**src/hdl/snitch_offload_pkg.sv**
```systemverilog
// ------------------------------------------------------------
// Shared widths, types and SSR register map for the offload
// path. Import it wherever these definitions are needed.
// ------------------------------------------------------------
`default_nettype none

package snitch_offload_pkg;

  // Widths
  localparam int unsigned data_w       = 32;
  localparam int unsigned id_w         = 5;
  localparam int unsigned imm_w        = 12;

  // SSR register map
  localparam int unsigned num_ssrs     = 2;
  localparam int unsigned num_ssr_regs = 4;
  localparam int unsigned ssr_sel_w    = $clog2(num_ssrs);
  localparam int unsigned reg_sel_w    = $clog2(num_ssr_regs);

  typedef logic [data_w-1:0] data_t;
  typedef logic [id_w-1:0]   id_t;
  typedef logic [imm_w-1:0]  imm_t;

  // SSR index in the upper 5 bits, register index in the lower 7
  typedef struct packed {
    logic [4:0] ssr;
    logic [6:0] idx;
  } cfg_word_t;

  typedef enum logic {TARGET_EXT, TARGET_SSR} acc_target_e;

  typedef enum logic [1:0] {SCFGR, SCFGW, SCFGRI, SCFGWI} ssr_op_e;

  typedef enum logic [reg_sel_w-1:0] {
    REG_STATUS,
    REG_REPEAT,
    REG_BOUND,
    REG_STRIDE
  } ssr_reg_e;

  typedef enum logic {CFG_IDLE, CFG_RESP} cfg_state_e;

endpackage

`default_nettype wire

```
**src/hdl/ssr_cfg_if.sv**
```systemverilog
// ------------------------------------------------------------
// Access port from the SSR config FSM into the register bank.
// Read data follows word combinationally.
// ------------------------------------------------------------
`default_nettype none

interface ssr_cfg_if import snitch_offload_pkg::*; ();

  logic      valid;
  logic      write;
  cfg_word_t word;
  data_t     wdata;
  data_t     rdata;

  modport ctrl (output valid, write, word, wdata, input rdata);
  modport bank (input valid, write, word, wdata, output rdata);

endinterface

`default_nettype wire

```
**src/hdl/acc_rsp_if.sv**
```systemverilog
// ------------------------------------------------------------
// One offload response stream with valid/ready handshake,
// from a responder into the response arbiter.
// ------------------------------------------------------------
`default_nettype none

interface acc_rsp_if import snitch_offload_pkg::*; ();

  logic  valid;
  logic  ready;
  id_t   id;
  data_t data;
  logic  error;

  modport src  (output valid, id, data, error, input ready);
  modport sink (input valid, id, data, error, output ready);

endinterface

`default_nettype wire

```
**src/hdl/offload_router.sv**
```systemverilog
// ------------------------------------------------------------
// Steers offload requests to the external port or the SSR
// config unit, and decodes the four SSR config operations.
// ------------------------------------------------------------
`default_nettype none

module offload_router import snitch_offload_pkg::*; (
  input  logic        clk_i,
  input  logic        rst_ni,
  input  logic        req_valid_i,
  output logic        req_ready_o,
  input  acc_target_e req_target_i,
  input  ssr_op_e     req_op_i,
  input  imm_t        req_imm_i,
  input  id_t         req_id_i,
  input  data_t       req_arga_i,
  input  data_t       req_argb_i,
  output logic        ext_qvalid_o,
  input  logic        ext_qready_i,
  output logic        ssr_qvalid_o,
  input  logic        ssr_qready_i,
  output logic        ssr_write_o,
  output cfg_word_t   ssr_word_o,
  output data_t       ssr_wdata_o,
  output id_t         ssr_id_o
);

  imm_t addr;

  // ----------------------------------------------------------
  // Target demux
  // ----------------------------------------------------------
  assign ext_qvalid_o = req_valid_i && (req_target_i == TARGET_EXT);
  assign ssr_qvalid_o = req_valid_i && (req_target_i == TARGET_SSR);
  assign req_ready_o  = (req_target_i == TARGET_SSR) ? ssr_qready_i : ext_qready_i;

  // ----------------------------------------------------------
  // SSR config decode
  // ----------------------------------------------------------
  always_comb begin
    addr        = req_argb_i[imm_w-1:0];
    ssr_write_o = 1'b0;
    case (req_op_i)
      SCFGRI: addr = req_imm_i;
      SCFGWI: begin
        addr        = req_imm_i;
        ssr_write_o = 1'b1;
      end
      SCFGW:  ssr_write_o = 1'b1;
      default: ;
    endcase
  end

  // Low address bits pick the SSR, high bits the register
  assign ssr_word_o  = '{ssr: addr[4:0], idx: addr[11:5]};
  assign ssr_wdata_o = req_arga_i;
  // Id 0 keeps the core from writing anything back
  assign ssr_id_o    = ssr_write_o ? '0 : req_id_i;

  // A stalled request keeps its target and payload
  a_req_held : assert property (
    @(posedge clk_i) disable iff (rst_ni)
    req_valid_i && !req_ready_o |=>
      req_valid_i && $stable(req_target_i) && $stable(req_op_i) && $stable(req_id_i)
  );

endmodule

`default_nettype wire

```
**src/hdl/ssr_cfg_fsm.sv**
```systemverilog
// ------------------------------------------------------------
// SSR config request handler. Takes one request at a time,
// accesses the bank and holds the response until it is taken.
// ------------------------------------------------------------
`default_nettype none

module ssr_cfg_fsm import snitch_offload_pkg::*; (
  input  logic      clk_i,
  input  logic      rst_ni,
  input  logic      req_valid_i,
  output logic      req_ready_o,
  input  logic      req_write_i,
  input  cfg_word_t req_word_i,
  input  data_t     req_wdata_i,
  input  id_t       req_id_i,
  ssr_cfg_if.ctrl   cfg,
  acc_rsp_if.src    rsp
);

  cfg_state_e state_q;
  logic       accept;
  id_t        id_q;
  data_t      data_q;

  assign req_ready_o = (state_q == CFG_IDLE);
  assign accept      = req_valid_i && req_ready_o;

  // Bank access happens in the accepting cycle
  assign cfg.valid = accept;
  assign cfg.write = req_write_i;
  assign cfg.word  = req_word_i;
  assign cfg.wdata = req_wdata_i;

  always_ff @(posedge clk_i) begin
    if (rst_ni) begin
      state_q <= CFG_IDLE;
    end else begin
      case (state_q)
        CFG_IDLE: if (accept) state_q <= CFG_RESP;
        CFG_RESP: if (rsp.ready) state_q <= CFG_IDLE;
        default:  state_q <= CFG_IDLE;
      endcase
    end
  end

  // Read data is the word before the write lands
  always_ff @(posedge clk_i) begin
    if (accept) begin
      id_q   <= req_id_i;
      data_q <= cfg.rdata;
    end
  end

  assign rsp.valid = (state_q == CFG_RESP);
  assign rsp.id    = id_q;
  assign rsp.data  = data_q;
  assign rsp.error = 1'b0;

  // Write responses carry id 0 so the core writes nothing back
  a_write_id_zero : assert property (
    @(posedge clk_i) disable iff (rst_ni)
    accept && req_write_i |=> rsp.id == '0
  );

endmodule

`default_nettype wire

```
**src/hdl/ssr_cfg_regs.sv**
```systemverilog
// ------------------------------------------------------------
// Per-SSR configuration words. Mapped words are read and
// written through the config port; others read as zero.
// ------------------------------------------------------------
`default_nettype none

module ssr_cfg_regs import snitch_offload_pkg::*; (
  input  logic    clk_i,
  input  logic    rst_ni,
  ssr_cfg_if.bank cfg
);

  data_t [num_ssrs-1:0][num_ssr_regs-1:0] words_q;

  logic [ssr_sel_w-1:0] ssr_sel;
  ssr_reg_e             reg_sel;
  logic                 mapped;

  // ----------------------------------------------------------
  // Word decode
  // ----------------------------------------------------------
  assign ssr_sel = cfg.word.ssr[ssr_sel_w-1:0];
  assign reg_sel = ssr_reg_e'(cfg.word.idx[reg_sel_w-1:0]);
  assign mapped  = (cfg.word.ssr < 5'(num_ssrs)) &&
                   (cfg.word.idx < 7'(num_ssr_regs));

  assign cfg.rdata = mapped ? words_q[ssr_sel][reg_sel] : '0;

  // ----------------------------------------------------------
  // Storage
  // ----------------------------------------------------------
  always_ff @(posedge clk_i) begin
    if (rst_ni) begin
      words_q <= '0;
    end else if (cfg.valid && cfg.write && mapped) begin
      words_q[ssr_sel][reg_sel] <= cfg.wdata;
    end
  end

endmodule

`default_nettype wire

```
**src/hdl/offload_rsp_arbiter.sv**
```systemverilog
// ------------------------------------------------------------
// Round-robin merge of the external and SSR response streams
// into the single response stream towards the core.
// ------------------------------------------------------------
`default_nettype none

module offload_rsp_arbiter import snitch_offload_pkg::*; (
  input  logic       clk_i,
  input  logic       rst_ni,
  acc_rsp_if.sink    ext,
  acc_rsp_if.sink    ssr,
  output logic       rsp_valid_o,
  input  logic       rsp_ready_i,
  output id_t        rsp_id_o,
  output data_t      rsp_data_o,
  output logic       rsp_error_o
);

  // Set when the SSR stream won the last transfer
  logic last_ssr_q;
  logic grant_ssr;

  // On a tie the source that lost last time goes first
  assign grant_ssr = ssr.valid && (!ext.valid || !last_ssr_q);

  assign rsp_valid_o = ext.valid || ssr.valid;
  assign rsp_id_o    = grant_ssr ? ssr.id    : ext.id;
  assign rsp_data_o  = grant_ssr ? ssr.data  : ext.data;
  assign rsp_error_o = grant_ssr ? ssr.error : ext.error;

  assign ssr.ready = rsp_ready_i && grant_ssr;
  assign ext.ready = rsp_ready_i && !grant_ssr;

  always_ff @(posedge clk_i) begin
    if (rst_ni) begin
      last_ssr_q <= 1'b0;
    end else if (rsp_valid_o && rsp_ready_i) begin
      last_ssr_q <= grant_ssr;
    end
  end

  // The external source holds its response until it is taken
  a_ext_stable : assert property (
    @(posedge clk_i) disable iff (rst_ni)
    ext.valid && !ext.ready |=>
      ext.valid && $stable(ext.id) && $stable(ext.data) && $stable(ext.error)
  );

endmodule

`default_nettype wire

```
**src/hdl/snitch_offload.sv**
```systemverilog
// ------------------------------------------------------------
// Offload path top level. Routes core requests to the external
// accelerator or the SSR config unit, merges the responses.
// ------------------------------------------------------------
`default_nettype none

module snitch_offload import snitch_offload_pkg::*; (
  input  logic        clk_i,
  input  logic        rst_ni,
  // Core request
  input  logic        req_valid_i,
  output logic        req_ready_o,
  input  acc_target_e req_target_i,
  input  ssr_op_e     req_op_i,
  input  imm_t        req_imm_i,
  input  id_t         req_id_i,
  input  data_t       req_arga_i,
  input  data_t       req_argb_i,
  // External accelerator request
  output logic        ext_qvalid_o,
  input  logic        ext_qready_i,
  output id_t         ext_id_o,
  output data_t       ext_arga_o,
  output data_t       ext_argb_o,
  // External accelerator response
  input  logic        ext_pvalid_i,
  output logic        ext_pready_o,
  input  id_t         ext_pid_i,
  input  data_t       ext_pdata_i,
  input  logic        ext_perror_i,
  // Core response
  output logic        rsp_valid_o,
  input  logic        rsp_ready_i,
  output id_t         rsp_id_o,
  output data_t       rsp_data_o,
  output logic        rsp_error_o
);

  logic      ssr_qvalid;
  logic      ssr_qready;
  logic      ssr_write;
  cfg_word_t ssr_word;
  data_t     ssr_wdata;
  id_t       ssr_id;

  ssr_cfg_if i_ssr_cfg_if ();
  acc_rsp_if i_ssr_rsp_if ();
  acc_rsp_if i_ext_rsp_if ();

  // Request payload goes to the accelerator as is
  assign ext_id_o   = req_id_i;
  assign ext_arga_o = req_arga_i;
  assign ext_argb_o = req_argb_i;

  assign i_ext_rsp_if.valid = ext_pvalid_i;
  assign i_ext_rsp_if.id    = ext_pid_i;
  assign i_ext_rsp_if.data  = ext_pdata_i;
  assign i_ext_rsp_if.error = ext_perror_i;
  assign ext_pready_o       = i_ext_rsp_if.ready;

  offload_router i_offload_router (
    .clk_i        (clk_i),
    .rst_ni       (rst_ni),
    .req_valid_i  (req_valid_i),
    .req_ready_o  (req_ready_o),
    .req_target_i (req_target_i),
    .req_op_i     (req_op_i),
    .req_imm_i    (req_imm_i),
    .req_id_i     (req_id_i),
    .req_arga_i   (req_arga_i),
    .req_argb_i   (req_argb_i),
    .ext_qvalid_o (ext_qvalid_o),
    .ext_qready_i (ext_qready_i),
    .ssr_qvalid_o (ssr_qvalid),
    .ssr_qready_i (ssr_qready),
    .ssr_write_o  (ssr_write),
    .ssr_word_o   (ssr_word),
    .ssr_wdata_o  (ssr_wdata),
    .ssr_id_o     (ssr_id)
  );

  ssr_cfg_fsm i_ssr_cfg_fsm (
    .clk_i       (clk_i),
    .rst_ni      (rst_ni),
    .req_valid_i (ssr_qvalid),
    .req_ready_o (ssr_qready),
    .req_write_i (ssr_write),
    .req_word_i  (ssr_word),
    .req_wdata_i (ssr_wdata),
    .req_id_i    (ssr_id),
    .cfg         (i_ssr_cfg_if.ctrl),
    .rsp         (i_ssr_rsp_if.src)
  );

  ssr_cfg_regs i_ssr_cfg_regs (
    .clk_i  (clk_i),
    .rst_ni (rst_ni),
    .cfg    (i_ssr_cfg_if.bank)
  );

  offload_rsp_arbiter i_offload_rsp_arbiter (
    .clk_i       (clk_i),
    .rst_ni      (rst_ni),
    .ext         (i_ext_rsp_if.sink),
    .ssr         (i_ssr_rsp_if.sink),
    .rsp_valid_o (rsp_valid_o),
    .rsp_ready_i (rsp_ready_i),
    .rsp_id_o    (rsp_id_o),
    .rsp_data_o  (rsp_data_o),
    .rsp_error_o (rsp_error_o)
  );

endmodule

`default_nettype wire

```
**config.mk**
```make
export PLATFORM = sky130hd
export DESIGN_NAME = snitch_offload
export DESIGN_NICKNAME = d
export VERILOG_FILES = /design/src/hdl/snitch_offload_pkg.sv /design/src/hdl/ssr_cfg_if.sv /design/src/hdl/acc_rsp_if.sv /design/src/hdl/offload_router.sv /design/src/hdl/ssr_cfg_fsm.sv /design/src/hdl/ssr_cfg_regs.sv /design/src/hdl/offload_rsp_arbiter.sv /design/src/hdl/snitch_offload.sv
export SDC_FILE = /design/constraint.sdc
export NUM_CORES = 1
export LEC_CHECK = 0
export BUFFER_PORTS_ARGS = -buffer_cell sky130_fd_sc_hd__buf_2
export CORE_ASPECT_RATIO = 0.9
export CORE_MARGIN = 2
export CORE_UTILIZATION = 50
export CTS_BUF_LIST = sky130_fd_sc_hd__clkbuf_16
export DETAILED_ROUTE_END_ITERATION = 12
export HOLD_SLACK_MARGIN = 0.08
export MAX_ROUTING_LAYER = met4
export PLACE_DENSITY = 0.72
export SYNTH_ARGS = -nofsm -noshare
export SYNTH_HDL_FRONTEND = slang
export SYNTH_SLANG_ARGS = --single-unit
export TNS_END_PERCENT = 30
```
**constraint.sdc**
```tcl
create_clock -name clk_i -period 3.5 [get_ports clk_i]
set_input_delay 0.7 -clock clk_i [delete_from_list [all_inputs] [get_ports clk_i]]
set_output_delay 0.7 -clock clk_i [all_outputs]
set_load 0.01 [all_outputs]
```
**Word-level counts from Yosys, hierarchy flattened**

Index checks and enable logic that the tools add are counted.

- Register bits after elaboration: 295
- Bits in latches: 0
- Bits in writable memories: 0
- ROM bits: 0
- Input port bits: 128
- Memories kept: 0

- Add/subtract/negate cells: 0
- Multipliers: 0
- Divide/modulo/power cells: 0
- $lt $le $gt $ge: 6
- Eq/ne operators: 3
- Shift operators: 0
- Multiplexer cells: 18
- Bitwise logic cells: 2
- Reduce and logical (&&, ||, !) cells: 19

Operator list:

| operator | number |
|---|---|
| $mux W128 | 3 |
| $bwmux W256 | 1 |
| $demux W128 S1 | 1 |
| $mux W32 | 3 |
| $bmux W32 S2 | 1 |
| $demux W32 S2 | 1 |
| $logic_and A1 B1 Y1 | 12 |
| $mux W12 | 1 |
| $lt A7 B3 Y1 const B | 1 |
| $lt A5 B2 Y1 const B | 1 |
| $mux W1 | 5 |
| $mux W5 | 1 |
| $eq A2 B2 Y1 const B | 2 |
| $reduce_or A2 Y1 | 2 |
| $logic_not A1 Y1 | 3 |
| $lt A2 B3 Y1 const B | 1 |
| $eq A2 B1 Y1 const B | 1 |
| $ge A2 B1 Y1 const B | 1 |
| $logic_or A1 B1 Y1 | 2 |
| $lt A1 B2 Y1 const B | 1 |
| $not A1 Y1 | 2 |
| $pmux W1 S2 | 1 |
| $ge A1 B1 Y1 const B | 1 |

**Logic depth before layout (Yosys ltp)**

- Depth after elaboration: 10
- Depth in mapped cells: 10
- Gate-level depth less buffers: 5

**Hierarchy**

A second synthesis with hierarchy kept.

- Cells, all modules: 1663
- Area, all modules: 14462.6 um^2

By module, submodules not included:

| module | instances | cells each | area each (um^2) |
|---|---|---|---|
| ssr_cfg_regs | 1 | 1402 | 11413.4 |
| ssr_cfg_fsm | 1 | 89 | 1503.9 |
| offload_rsp_arbiter | 1 | 49 | 544.3 |
| snitch_offload | 1 | 69 | 518.0 |
| offload_router | 1 | 54 | 483.0 |

**Worst setup path before layout**

Ideal clock, no wire load.

- Path kind: input -> register
- From: in req_target_i
- To: reg i_ssr_cfg_regs.words_q[129] (netlist bit)
- Setup time: 70 ps
- Arrival time: 3021 ps
- Data required time: 3430 ps
- Setup slack: 408 ps
- Stages: 6
- Buffers on the path: 1
- Cells stage by stage: and3b_1 > nand2_1 > a2111oi_4 > buf_2 > nand2_1 > a21oi_1

- Longest elaborated chain between the ends: 4

RTL lines:

| item | line | source |
|---|---|---|
| start, declared | snitch_offload.sv:13 | `input acc_target_e req_target_i,` |
| $logic_and A1 B1 Y1 | offload_router.sv:34 | `assign ssr_qvalid_o = req_valid_i && (req_target_i == TARGET_SSR);` |
| $logic_and A1 B1 Y1 | ssr_cfg_fsm.sv:26 | `assign accept = req_valid_i && req_ready_o;` |
| $logic_and A1 B1 Y1 (2 in a row) | ssr_cfg_regs.sv:35 | `end else if (cfg.valid && cfg.write && mapped) begin` |
| end signal, assigned by index | ssr_cfg_regs.sv:36 | `words_q[ssr_sel][reg_sel] <= cfg.wdata;` |
| end, declared | ssr_cfg_regs.sv:13 | `data_t [num_ssrs-1:0][num_ssr_regs-1:0] words_q;` |

Every way passes these cells.
A chain may end at the register's enable or synchronous reset.

**Worst setup path in the final report**

- From: reg i_ssr_cfg_fsm.state_q (netlist: i_ssr_cfg_fsm.rsp.valid)
- To: out rsp_id_o[1]

- Longest elaborated chain between the ends: 2

RTL lines:

| item | line | source |
|---|---|---|
| start, declared | ssr_cfg_fsm.sv:20 | `cfg_state_e state_q;` |
| start signal, assigned | ssr_cfg_fsm.sv:36 | `state_q <= CFG_IDLE;` |
| start signal, assigned | ssr_cfg_fsm.sv:39 | `CFG_IDLE: if (accept) state_q <= CFG_RESP;` |
| start signal, assigned | ssr_cfg_fsm.sv:40 | `CFG_RESP: if (rsp.ready) state_q <= CFG_IDLE;` |
| $logic_and A1 B1 Y1 | offload_rsp_arbiter.sv:24 | `assign grant_ssr = ssr.valid && (!ext.valid \|\| !last_ssr_q);` |
| $mux W5 | offload_rsp_arbiter.sv:27 | `assign rsp_id_o = grant_ssr ? ssr.id : ext.id;` |
| end, declared | snitch_offload.sv:34 | `output id_t rsp_id_o,` |

Every way passes these cells.

==> metrics <==
gpl congestion=0.8853; CP required=2.80 ns; Detail Placement HPWL=30,430 um; Num CTS Buffers=30; die width=179.2 um; Worst EP arrival=2.24 ns; Nets=1,914; Crit path max-delay family=compound AO/OA/AOI/OAI gates; setup bufs post-CTS=0; first-pass GRT wire length=70,760 um; post-CTS resize count=0; GR Overflow Total=0; CP cell instances=a21boi_4 > buf_12 > mux2_2 > buf_2; Reg2Reg Setup Slack=1.07 ns; nature of the critical path endpoint=primary output; 1st-pass router iterations=8; initial antenna violation count=0; DRT Wirelength=48,060 um; worst slew pin tran=1.234 ns; FF-to-FF End=i_ssr_cfg_regs.words_q[252]; Ys Warns=0; layout cell share with drive strength beyond 1=21.93%; Largest stage delay, worst path=0.44 ns; Clock Tree Root=clkbuf_16; Cell variety after synth=56; CP max FO=29; EDFF count, synth=37; FFs w/ async S/R, synth=0%; minimum clock period=2.944 ns; CTS tree=done; Cell Count, Final, Fillers Out=2,164; worst hold path cell count=2; Hold Path End=i_offload_rsp_arbiter.last_ssr_q; Worst VDD drop=0.0003874 V; Crit. Startpoint=i_ssr_cfg_fsm.rsp.valid; synthesized flop and latch total=295; # rows=57; outcome=finished, final reports clean; Rel. slew slack=17.75%; final-report setup violation count=0; Area Overhead vs Synth=13.06%; MaxCap Viol Count=0; initial core utilization=50.96%; Pwr Density=463.9 nW/um2; reg2reg path depth=7; RSZ-0062 raised after global routing=false; Clock Tree Buf Depth=3; All-Layer GR Usage=32.90%; syn_area_per_cell=8.044 um2; final worst slack=0.5555 ns; Chip Height=161.7 um; CP max-delay cell=a21boi_4; HP Start=rsp_ready_i; Final ANT Viol Nets=0; DRC=0; Post-Place Worst Slack=0.2722 ns; r2r startpoint=i_ssr_cfg_fsm.rsp.valid; Synth Instances=1,717; H-Tree Level Count=1; Post-Synthesis Cell Area=13,810 um2; PortBufs=198; Avg WL per Cell=22.21 um; DR iter-0 viols=1,708; die footprint=28,970 um2; skew final=0.01274 ns; Critical Path Source Type=flip-flop; Max Fclk=339.6 MHz; register area share after synthesis=45.44%; worst-skew pair later-pin latency=0.57 ns; fin crit share=84.13%; Buf+Inv Stages, Crit Path=2; Post-Syn Nets=1,845; Placed Cells=2,107; diode count=0; Leak=5.414 nW; Clock Sinks=295; crit path kind=flip-flop to primary output; Final Hold Vio Count=0; number of global-route vias before repair=11,910; clk slew on worst S/H paths=0.06 ns; Max Slew Vio Count=0; top_reg_cell synth=dfxtp_1; HP Class=input pin to flip-flop; pin count of the biggest net entering global routing=102; io pins=239; CTS Hold Bufs=0; Core ar.=27,100 um2; via count=13,070; Setup TNS=0 ns; Vias per Instance=6.042
[placed cells by master, fill, tap and decap left out, drive strengths merged, types with 3 or more instances in the layout]
| master | instances |
|---|---|
| buf | 268 |
| mux2i | 16 |
| or2 | 3 |
| o22ai | 7 |
| a221o | 3 |
| dfxtp | 258 |
| o21ai | 4 |
| clkinv | 13 |
| a221oi | 26 |
| o22a | 5 |
| a311oi | 7 |
| a31oi | 6 |
| o2111ai | 8 |
| clkbuf | 32 |
| edfxtp | 37 |
| and3b | 3 |
| a2111oi | 6 |
| a21o | 3 |
| nand2 | 615 |
| a21oi | 289 |
| mux2 | 49 |
| a22o | 13 |
| nand3 | 20 |
| a22oi | 26 |
| and3 | 4 |
| nor2b | 11 |
| inv | 12 |
| nor2 | 30 |
| o221a | 4 |
| o2111a | 4 |
[flip-flops by register name, indices dropped and copies added, names as in the netlist]
name and cells:
i_ssr_cfg_regs.words_q 256, i_ssr_cfg_fsm.rsp.id 5, i_offload_rsp_arbiter.last_ssr_q 1, i_ssr_cfg_fsm.rsp.data 32, i_ssr_cfg_fsm.rsp.valid 1
[worst max-delay path by stage]
stage | endpoint | slack [ns] | depth (start not counted)
6_report | rsp_id_o[1] | 0.56 | 4
5_1_grt | rsp_id_o[1] | 0.49 | 4
4_1_cts | rsp_id_o[2] | 0.57 | 4
3_5_place_dp | i_ssr_cfg_fsm.rsp.data[10] | 0.27 | 7
3_3_place_gp | i_ssr_cfg_fsm.rsp.data[10] | 0.29 | 7
2_1_floorplan | i_ssr_cfg_regs.words_q[129] | 0.41 | 6
[cells in the mapped netlist (3+ instances only)]
library cell	instances	area share (%)
a2111oi_4	4	0.80
a21o_1	3	0.16
a21oi_1	289	10
a221o_1	3	0.22
a221oi_1	26	1.6
a22o_1	13	0.82
a22oi_1	26	1.4
a311oi_1	7	0.44
a31oi_1	6	0.27
and3_1	4	0.18
and3b_1	3	0.19
buf_2	66	2.4
buf_4	86	4.7
clkbuf_1	78	2.1
dfxtp_1	258	37
edfxtp_1	37	8.0
mux2_2	48	3.9
mux2i_1	15	1.1
nand2_1	615	17
nand3_1	20	0.72
nor2_1	30	0.82
nor2b_1	11	0.50
o2111a_2	4	0.36
o2111ai_1	4	0.25
o2111ai_2	4	0.43
o21ai_0	3	0.11
o221a_2	4	0.33
o22a_1	5	0.32
o22ai_1	6	0.27
or2_2	3	0.14
[through the flow]
step	hold slack, ns	total power [mW]	util, %	cell area, um2
3_3_place_gp	0.4345	4.225	54.08	14660
4_1_cts	0.3924	7.220	57.52	15590
3_5_place_dp	0.4417	4.228	54.08	14660
5_1_grt	0.3975	7.405	57.62	15620
2_1_floorplan	0.4284	3.961	-	13810
6_report	0.4004	7.244	57.62	15620
[report_power, final]
| group | total, mW | leakage [nW] | switching [mW] | internal (mW) |
|---|---|---|---|---|
| Combinational | 0.719 | 2.49 | 0.480 | 0.239 |
| Clock | 3.07 | 0.506 | 1.36 | 1.71 |
| Sequential | 3.46 | 2.42 | 0.0134 | 3.44 |
[layout make-up]
class                   count  area (um2)
fillers                  2399       11480
multi-input cells        1189        6314
flip-flops and latches    295        6276
repair buffers            268        1643
clock buffers              32       800.8
well taps                 354       442.9
clock inverters            24       132.6
inverters                   2       7.507
[kinds of logic after synthesis]
kind of cell	Yosys count	synth area share [%]
flops	295	45.44
buf+inv	233	9.322
mux	66	5.372
simple gates	698	20.30
compound gates	425	19.57
[layer usage]
| layer | up-vias | share of wire, % | global-route usage (%) |
|---|---|---|---|
| met5 | - | 0 | - |
| met4 | 0 | 4.4 | 14.15 |
| met3 | 158 | 12 | 5.641 |
| met2 | 910 | 44 | 49.04 |
| met1 | 6116 | 39 | 44.12 |
| li1 | 5890 | - | - |
(Power assumes the default switching activity.)
